## src/logic/csr_pkg.sv

```systemverilog
package csr_pkg;

    // ----------------------------------------------------------------------
    // widths
    // ----------------------------------------------------------------------
    localparam int xlen = 32;
    localparam int axi_addr_width = 16;

    // ----------------------------------------------------------------------
    // CSR numbers, standard machine-mode map plus tohost
    // ----------------------------------------------------------------------
    typedef enum logic [11:0] {
        csr_tohost    = 12'h51e,
        csr_mscratch  = 12'h340,
        csr_mcycle    = 12'hb00,
        csr_minstret  = 12'hb02,
        csr_mcycleh   = 12'hb80,
        csr_minstreth = 12'hb82,
        csr_time      = 12'hc01,
        csr_timeh     = 12'hc81
    } csr_addr_t;

    // write operation, carried in bus address bits 15:14
    typedef enum logic [1:0] {
        op_assign = 2'd0,
        op_set    = 2'd1,
        op_clear  = 2'd2
    } csr_op_t;

    // AXI response code
    typedef logic [1:0] axi_resp_t;
    localparam axi_resp_t resp_okay = 2'b00;

    // payloads
    typedef logic [xlen-1:0] csr_word_t;
    typedef logic [63:0] counter_t;

endpackage

```

## src/logic/csr_access_if.sv

```systemverilog
`timescale 1ns/10ps

// one CSR access per req strobe, bus side to register side
interface csr_access_if;
    import csr_pkg::*;

    logic      req;
    logic      we;
    csr_addr_t addr;
    csr_op_t   op;
    csr_word_t wdata;
    // combinational read value of addr
    csr_word_t rdata;

    modport fsm (
        output req,
        output we,
        output addr,
        output op,
        output wdata,
        input  rdata
    );

    modport csr (
        input  req,
        input  we,
        input  addr,
        input  op,
        input  wdata,
        output rdata
    );

endinterface

```

## src/logic/axil_csr_fsm.sv

```systemverilog
`timescale 1ns/10ps

module axil_csr_fsm (
    input  logic                            clk,
    input  logic                            rst,
    // write address
    input  logic                            awvalid,
    output logic                            awready,
    input  logic [csr_pkg::axi_addr_width-1:0] awaddr,
    // write data
    input  logic                            wvalid,
    output logic                            wready,
    input  csr_pkg::csr_word_t              wdata,
    // write response
    output logic                            bvalid,
    input  logic                            bready,
    output csr_pkg::axi_resp_t              bresp,
    // read address
    input  logic                            arvalid,
    output logic                            arready,
    input  logic [csr_pkg::axi_addr_width-1:0] araddr,
    // read data
    output logic                            rvalid,
    input  logic                            rready,
    output csr_pkg::csr_word_t              rdata,
    output csr_pkg::axi_resp_t              rresp,
    // CSR side
    csr_access_if.fsm                       acc
);
    import csr_pkg::*;

    typedef enum logic [1:0] {
        st_idle,
        st_wr_resp,
        st_rd_resp
    } state_t;

    state_t state;
    logic   wr_hs;
    logic   rd_hs;

    // ----------------------------------------------------------------------
    // address acceptance, writes first
    // ----------------------------------------------------------------------
    assign wr_hs = (state == st_idle) && awvalid && wvalid;
    assign rd_hs = (state == st_idle) && !wr_hs && arvalid;

    assign awready = wr_hs;
    assign wready  = wr_hs;
    assign arready = rd_hs;

    // access goes out on the handshake cycle
    assign acc.req   = wr_hs || rd_hs;
    assign acc.we    = wr_hs;
    assign acc.addr  = csr_addr_t'(wr_hs ? awaddr[13:2] : araddr[13:2]);
    // op bits only matter for writes
    assign acc.op    = csr_op_t'(awaddr[15:14]);
    assign acc.wdata = wdata;

    // ----------------------------------------------------------------------
    // state machine
    // ----------------------------------------------------------------------
    always_ff @(posedge clk) begin
        if (rst) begin
            state <= st_idle;
        end else begin
            case (state)
                st_idle: begin
                    if (wr_hs) begin
                        state <= st_wr_resp;
                    end else if (rd_hs) begin
                        state <= st_rd_resp;
                    end
                end
                st_wr_resp: begin
                    if (bready) begin
                        state <= st_idle;
                    end
                end
                st_rd_resp: begin
                    if (rready) begin
                        state <= st_idle;
                    end
                end
                default: state <= st_idle;
            endcase
        end
    end

    // read value captured with the address
    always_ff @(posedge clk) begin
        if (rd_hs) begin
            rdata <= acc.rdata;
        end
    end

    assign bvalid = (state == st_wr_resp);
    assign rvalid = (state == st_rd_resp);
    assign bresp  = resp_okay;
    assign rresp  = resp_okay;

    // responses held until taken
    a_bvalid_hold: assert property (
        @(posedge clk) disable iff (rst) bvalid && !bready |=> bvalid
    );

    a_rvalid_hold: assert property (
        @(posedge clk) disable iff (rst)
        rvalid && !rready |=> rvalid && $stable(rdata)
    );

endmodule

```

## src/logic/csr_counter.sv

```systemverilog
`timescale 1ns/10ps

module csr_counter (
    input  logic                clk,
    input  logic                rst,
    input  logic                inc,
    input  logic                wr_lo,
    input  logic                wr_hi,
    input  csr_pkg::csr_word_t  wdata,
    output csr_pkg::counter_t   count
);
    import csr_pkg::*;

    // ----------------------------------------------------------------------
    // write of either word beats the increment
    // ----------------------------------------------------------------------
    always_ff @(posedge clk) begin
        if (rst) begin
            count <= '0;
        end else if (wr_lo) begin
            count[xlen-1:0] <= wdata;
        end else if (wr_hi) begin
            count[2*xlen-1:xlen] <= wdata;
        end else if (inc) begin
            count <= count + 64'd1;
        end
    end

    // decode gives one address per access
    a_one_word: assert property (
        @(posedge clk) disable iff (rst) !(wr_lo && wr_hi)
    );

endmodule

```

## src/logic/csr_file.sv

```systemverilog
`timescale 1ns/10ps

module csr_file (
    input  logic                clk,
    input  logic                rst,
    csr_access_if.csr           acc,
    input  logic                tick,
    input  logic                retire,
    output csr_pkg::csr_word_t  tohost
);
    import csr_pkg::*;

    csr_word_t mscratch;
    counter_t  mcycle;
    counter_t  minstret;
    counter_t  mtime;
    csr_word_t wr_val;
    logic      wr_en;

    // ----------------------------------------------------------------------
    // read mux
    // ----------------------------------------------------------------------
    always_comb begin
        case (acc.addr)
            csr_tohost:    acc.rdata = tohost;
            csr_mscratch:  acc.rdata = mscratch;
            csr_mcycle:    acc.rdata = mcycle[xlen-1:0];
            csr_mcycleh:   acc.rdata = mcycle[2*xlen-1:xlen];
            csr_minstret:  acc.rdata = minstret[xlen-1:0];
            csr_minstreth: acc.rdata = minstret[2*xlen-1:xlen];
            csr_time:      acc.rdata = mtime[xlen-1:0];
            csr_timeh:     acc.rdata = mtime[2*xlen-1:xlen];
            // unmapped numbers read as zero
            default:       acc.rdata = '0;
        endcase
    end

    // ----------------------------------------------------------------------
    // new value against the current one
    // ----------------------------------------------------------------------
    always_comb begin
        case (acc.op)
            op_set:   wr_val = acc.rdata | acc.wdata;
            op_clear: wr_val = acc.rdata & ~acc.wdata;
            default:  wr_val = acc.wdata;
        endcase
    end

    assign wr_en = acc.req && acc.we;

    // plain registers
    always_ff @(posedge clk) begin
        if (rst) begin
            tohost   <= '0;
            mscratch <= '0;
        end else if (wr_en) begin
            case (acc.addr)
                csr_tohost:   tohost <= wr_val;
                csr_mscratch: mscratch <= wr_val;
                default: ;
            endcase
        end
    end

    // ----------------------------------------------------------------------
    // counters
    // ----------------------------------------------------------------------
    // cycle count, every clock
    csr_counter mcycle_cnt (
        .clk   (clk),
        .rst   (rst),
        .inc   (1'b1),
        .wr_lo (wr_en && (acc.addr == csr_mcycle)),
        .wr_hi (wr_en && (acc.addr == csr_mcycleh)),
        .wdata (wr_val),
        .count (mcycle)
    );

    // retired instructions
    csr_counter minstret_cnt (
        .clk   (clk),
        .rst   (rst),
        .inc   (retire),
        .wr_lo (wr_en && (acc.addr == csr_minstret)),
        .wr_hi (wr_en && (acc.addr == csr_minstreth)),
        .wdata (wr_val),
        .count (minstret)
    );

    // microseconds since reset
    csr_counter mtime_cnt (
        .clk   (clk),
        .rst   (rst),
        .inc   (tick),
        .wr_lo (wr_en && (acc.addr == csr_time)),
        .wr_hi (wr_en && (acc.addr == csr_timeh)),
        .wdata (wr_val),
        .count (mtime)
    );

endmodule

```

## src/logic/csr_top.sv

```systemverilog
`timescale 1ns/10ps

module csr_top #(
    parameter int unsigned CLOCK_FREQ = 100_000_000
) (
    input  logic                               clk,
    input  logic                               rst,
    input  logic                               awvalid,
    output logic                               awready,
    input  logic [csr_pkg::axi_addr_width-1:0] awaddr,
    input  logic                               wvalid,
    output logic                               wready,
    input  csr_pkg::csr_word_t                 wdata,
    output logic                               bvalid,
    input  logic                               bready,
    output csr_pkg::axi_resp_t                 bresp,
    input  logic                               arvalid,
    output logic                               arready,
    input  logic [csr_pkg::axi_addr_width-1:0] araddr,
    output logic                               rvalid,
    input  logic                               rready,
    output csr_pkg::csr_word_t                 rdata,
    output csr_pkg::axi_resp_t                 rresp,
    // one pulse per retired instruction
    input  logic                               retire,
    output csr_pkg::csr_word_t                 tohost
);

    logic tick;

    csr_access_if acc_if ();

    // ----------------------------------------------------------------------
    // bus side
    // ----------------------------------------------------------------------
    axil_csr_fsm fsm0 (
        .clk     (clk),
        .rst     (rst),
        .awvalid (awvalid),
        .awready (awready),
        .awaddr  (awaddr),
        .wvalid  (wvalid),
        .wready  (wready),
        .wdata   (wdata),
        .bvalid  (bvalid),
        .bready  (bready),
        .bresp   (bresp),
        .arvalid (arvalid),
        .arready (arready),
        .araddr  (araddr),
        .rvalid  (rvalid),
        .rready  (rready),
        .rdata   (rdata),
        .rresp   (rresp),
        .acc     (acc_if.fsm)
    );

    // ----------------------------------------------------------------------
    // time base and registers
    // ----------------------------------------------------------------------
    us_timer #(
        .CLOCK_FREQ (CLOCK_FREQ)
    ) timer0 (
        .clk  (clk),
        .rst  (rst),
        .tick (tick)
    );

    csr_file csr0 (
        .clk    (clk),
        .rst    (rst),
        .acc    (acc_if.csr),
        .tick   (tick),
        .retire (retire),
        .tohost (tohost)
    );

endmodule

```

## src/logic/us_timer.sv

```systemverilog
`timescale 1ns/10ps

module us_timer #(
    parameter int unsigned CLOCK_FREQ = 100_000_000
) (
    input  logic clk,
    input  logic rst,
    output logic tick
);
    localparam int unsigned clocks_per_us = CLOCK_FREQ / 1_000_000;
    localparam int cnt_width = (clocks_per_us > 1) ? $clog2(clocks_per_us) : 1;

    logic [cnt_width-1:0] cnt;
    logic                 wrap;

    assign wrap = (cnt == cnt_width'(clocks_per_us - 1));

    // cycle count inside the current microsecond
    always_ff @(posedge clk) begin
        if (rst) begin
            cnt  <= '0;
            tick <= 1'b0;
        end else if (wrap) begin
            cnt  <= '0;
            tick <= 1'b1;
        end else begin
            cnt  <= cnt + 1'b1;
            tick <= 1'b0;
        end
    end

    a_cnt_range: assert property (
        @(posedge clk) disable iff (rst) 32'(cnt) < clocks_per_us
    );

endmodule

```

## config.mk

```make
export PLATFORM = sky130hd
export DESIGN_NAME = csr_top
export DESIGN_NICKNAME = d
export VERILOG_FILES = /design/src/logic/csr_pkg.sv /design/src/logic/csr_access_if.sv /design/src/logic/axil_csr_fsm.sv /design/src/logic/csr_counter.sv /design/src/logic/csr_file.sv /design/src/logic/csr_top.sv /design/src/logic/us_timer.sv
export SDC_FILE = /design/constraint.sdc
export NUM_CORES = 1
export LEC_CHECK = 0
export ABC_AREA = 1
export BUFFER_PORTS_ARGS = -buffer_cell sky130_fd_sc_hd__clkbuf_2
export CAP_MARGIN = 20
export CORE_MARGIN = 4
export CORE_UTILIZATION = 35
export CTS_CLUSTER_SIZE = 28
export DETAILED_ROUTE_END_ITERATION = 12
export PLACE_DENSITY_LB_ADDON = 0.05
export SYNTH_ARGS = -nofsm -noshare
export SYNTH_HDL_FRONTEND = slang
export SYNTH_HIERARCHICAL = 1
export SYNTH_SLANG_ARGS = --single-unit
```

## constraint.sdc

```tcl
create_clock -name clk -period 3.5 [get_ports clk]
set_input_delay 0.35 -clock clk [delete_from_list [all_inputs] [get_ports clk]]
set_output_delay 0.35 -clock clk [all_outputs]
set_load 0.02 [all_outputs]
```

==> results by group <==
Run status
  – Status: complete, no violations

Setup path
  – Setup crit start kind: register
  – CP Buf/Inv Count: 4
  – Delay-heaviest family, CP: simple AND/OR/NAND/NOR gates
  – CP dominant cell by count: nand2_1
  – Crit path required time: 3.94 ns
  – Crit path kind: reg2reg
  – Critical Path Fanout Max: 15
  – Slowest Stage Delay on Critical Path: 0.42 ns
  – Crit-path cells: nor2_4 -> nand2_8 -> clkinv_8 -> nand2_2 -> nand2_1 -> nor2_1 -> nand2_1 -> inv_1 -> buf_12 -> nand3_1 -> nand2_1 -> nor2_1 -> nand2_2 -> nand2_1 -> nand2_1 -> nand2_1 -> inv_1 -> nor2_1 -> nor2_1 -> nand2_1 -> a21oi_1
  – Critical-path top delay cell: nor2_1
  – Worst Setup End Kind: register
  – WP data arrival: 3.71 ns

Floorplan
  – # IOs: 145
  – Die X: 262 um
  – Core ar.: 0.0634 mm2
  – Initial core utilization: 35.5%
  – Die Span Y: 262 um
  – Die ar.: 0.0685 mm2
  – Row count: 92

Pwr
  – PD cells: 331 mW/mm2
  – Power consumption: 0.00862 W
  – Leakage: 10.5 nW
  – Maximum vdd drop: 0.356 mV

GRT
  – First-pass GRT wire length: 152000 um
  – Initial antenna violation count: 2
  – Vias in the first global route: 22900
  – Largest net degree at the start of global routing: 76
  – Grt ovf: 0
  – GRT Total Usage: 29.7%

Clocking
  – CTS sink count: 298
  – Clock latency on the worst-skew pair: 0.60 ns
  – CTS tree: yes
  – Clock-pin slew on the worst setup and hold paths: 0.06 ns
  – Clk buf depth: 3
  – Root buf cell: clkbuf_16
  – H-tree levels: 2
  – Total CTS buffers: 39

Hold path
  – Worst min path class: in2reg

Detailed routing
  – Drc violations: 0
  – WL final: 104000 um
  – Final ANT Viol Nets: 0
  – Number of DRC markers in iteration 0: 2646
  – WL per Instance: 21.8 um
  – Post-DR vias/cell: 5.28
  – DR vias: 25300
  – Drt pass-1 iters: 6

Yosys
  – Post-synthesis cell type count: 40
  – Register bit total from synthesis: 298
  – Post-synth top area share: 23.6%
  – Sequential share of the synthesized area: 27.9%
  – Top cell type by total area after synthesis: dfxtp_1
  – Ys Warns: 6
  – Area contributors post-synth: dfxtp_1, nand2_1, nor2_1
  – Mapped cell area: 0.0225 mm2
  – Syn_area_per_cell: 5.88 um2
  – Mapped Cells: 3833

Placed design
  – Detail Placement HPWL: 75900 um
  – GPL Wtd Cong: 0.981
  – Placed cell area: 0.0246 mm2
  – Post-Place Cells: 4721
  – DP Worst Slack: 0.0583 ns
  – Port Buffer Count: 134

Timing
  – Final Slew Violations: 0
  – Max Clock Freq: 307 MHz
  – Worst slew pin tran: 0.738 ns
  – Final Hold Fails: 0
  – Slew HR: 50.8%
  – Setup Skew: 0.0380 ns
  – RSZ-0062 raised after global routing: false
  – Final min period: 3.26 ns
  – Setup WS post-layout: 0.239 ns
  – Setup TNS: 0 ns
  – Tcrit/Tclk final: 93.2%
  – Endpoints failing setup: 0

Job
  – Max_cap viols: 0

Final layout
  – Post-layout nets: 4002
  – Finished Cell Area: 0.0261 mm2
  – Layout cell share with drive strength beyond 1: 14.1%
  – # diodes: 0
  – Area Overhead vs Synth: 15.7%
  – Non-Filler Instances: 4798
## sequential cells by signal (all words and copies together), names as in the netlist
register	cells
fsm0/state	2
csr0/minstret_cnt/count	64
timer0/cnt	7
csr0/mcycle_cnt/count	64
csr0/tohost	32
csr0/mscratch	32
csr0/mtime_cnt/count	64
timer0/tick	1
fsm0/rdata	32
## report_power, final
part	internal (W)	leakage, nW	switching [W]	total [W]
Combinational	0.000290	7.39	0.000714	0.00100
Clock	0.00234	0.618	0.00178	0.00412
Sequential	0.00348	2.46	0.0000155	0.00350
Total	0.00611	10.5	0.00251	0.00862
## final cells by class
class | count | area, um2
Clock buffer | 56 | 1090
Clock inverter | 14 | 171
Fill cell | 7043 | 37400
Inverter | 276 | 1070
Multi-Input combinational cell | 3053 | 14200
Sequential cell | 298 | 6290
Tap cell | 846 | 1060
Timing Repair Buffer | 255 | 2220
## path summary, 6_finish.rpt
path | startpoint | to | slack (ns) | depth (start not counted)
worst max-delay path | fsm0/state[1] | csr0/mtime_cnt/count[56] | 0.24 | 21
worst min-delay path | rready | fsm0/state[1] | 0.03 | 3
worst max register to register | fsm0/state[1] | csr0/mtime_cnt/count[56] | 0.24 | 21
worst min register to register | timer0/cnt[0] | timer0/cnt[0] | 0.47 | 1
## kinds of logic (layout without fill, tap and decap cells)
logic type	count (synthesis)	after routing	share of synthesized area, %
AOI/OAI and AO/OA	491	491	11.8
xor gates and xnor gates	34	34	1.32
adders and majority gates	7	7	0.389
buffers and inverters	486	601	9.72
DFF	298	298	27.9
other	2	6	0.0333
and+or+nand+nor	2515	2515	48.9
## worst reg2reg max path, cell delays in order, from the launching register on
cell and delay, ns:
dfxtp_2 0.35, nor2_4 0.18, nand2_8 0.12, clkinv_8 0.11
nand2_2 0.05, nand2_1 0.09, nor2_1 0.07, nand2_1 0.18
inv_1 0.17, buf_12 0.19, nand3_1 0.09, nand2_1 0.12
nor2_1 0.42, nand2_2 0.11, nand2_1 0.08, nand2_1 0.05
nand2_1 0.10, inv_1 0.29, nor2_1 0.20, nor2_1 0.06
nand2_1 0.06, a21oi_1 0.05
## layout by cell type, fill, tap and decap left out, types with 30 or more instances in the layout
cell       instances
buf_12            51
nor2_1           615
clkbuf_16         39
o21ai_0          184
a21oi_1          202
nor2_2            48
buf_4             70
nand2_2          105
nand4_1          117
nand2_1         1226
edfxtp_1          32
nand3_1          312
nor2_4            38
a31oi_1           66
clkbuf_2         133
dfxtp_1          264
xnor2_1           30
inv_1            258
## stage by stage
step / hold WS (ns) / utilization, %
3_3_place_gp: 0.454 / 38.8
6_report: 0.0272 / 41.1
3_5_place_dp: 0.462 / 38.8
2_1_floorplan: 0.419 / -
5_1_grt: 0.0473 / 41.1
4_1_cts: 0.00724 / 40.8
## cell usage after synthesis
| master | number |
|---|---|
| nand2_1 | 1226 |
| nor2_1 | 626 |
| nand3_1 | 312 |
| dfxtp_1 | 266 |
| inv_1 | 263 |
| a21oi_1 | 202 |
| o21ai_0 | 184 |
| nand4_1 | 117 |
| nand2_2 | 105 |
| clkbuf_1 | 74 |
| a31oi_1 | 66 |
| buf_2 | 66 |
| buf_4 | 44 |
| nor2_2 | 42 |
| nor2_4 | 33 |
| edfxtp_1 | 32 |
| xnor2_1 | 30 |
| nand3b_1 | 15 |
| o211ai_1 | 15 |
| a21oi_2 | 14 |
| buf_6 | 13 |
| buf_1 | 12 |
| inv_2 | 12 |
| nor3_1 | 12 |
| ha_1 | 7 |
| nand2_4 | 7 |
| nor2_8 | 6 |
| or2_2 | 6 |
| xor2_1 | 4 |
| a211oi_1 | 3 |
| nor3b_1 | 3 |
| o21ai_1 | 3 |
| o21ai_2 | 3 |
| or2_1 | 3 |
| conb_1 | 2 |
| buf_12 | 1 |
| inv_4 | 1 |
| nand3_2 | 1 |
| nor4_1 | 1 |
| o21bai_1 | 1 |
## what timing repair did
action	in CTS	in global routing
endpoints found under the setup margin	0	85
hold buffers	0	0
setup buffers	0	7
gates resized for setup	0	16
## per-layer routing
layer / track usage, % / part of all wire [%] / vias to the layer above
met1: 39.7 / 43 / 11800
met2: 48.6 / 46 / 875
met3: 4.06 / 6.9 / 187
met4: 12.0 / 4.5 / 0
met5: 0 / 0 / -
li1: - / - / 12500
(Power assumes the default switching activity.)
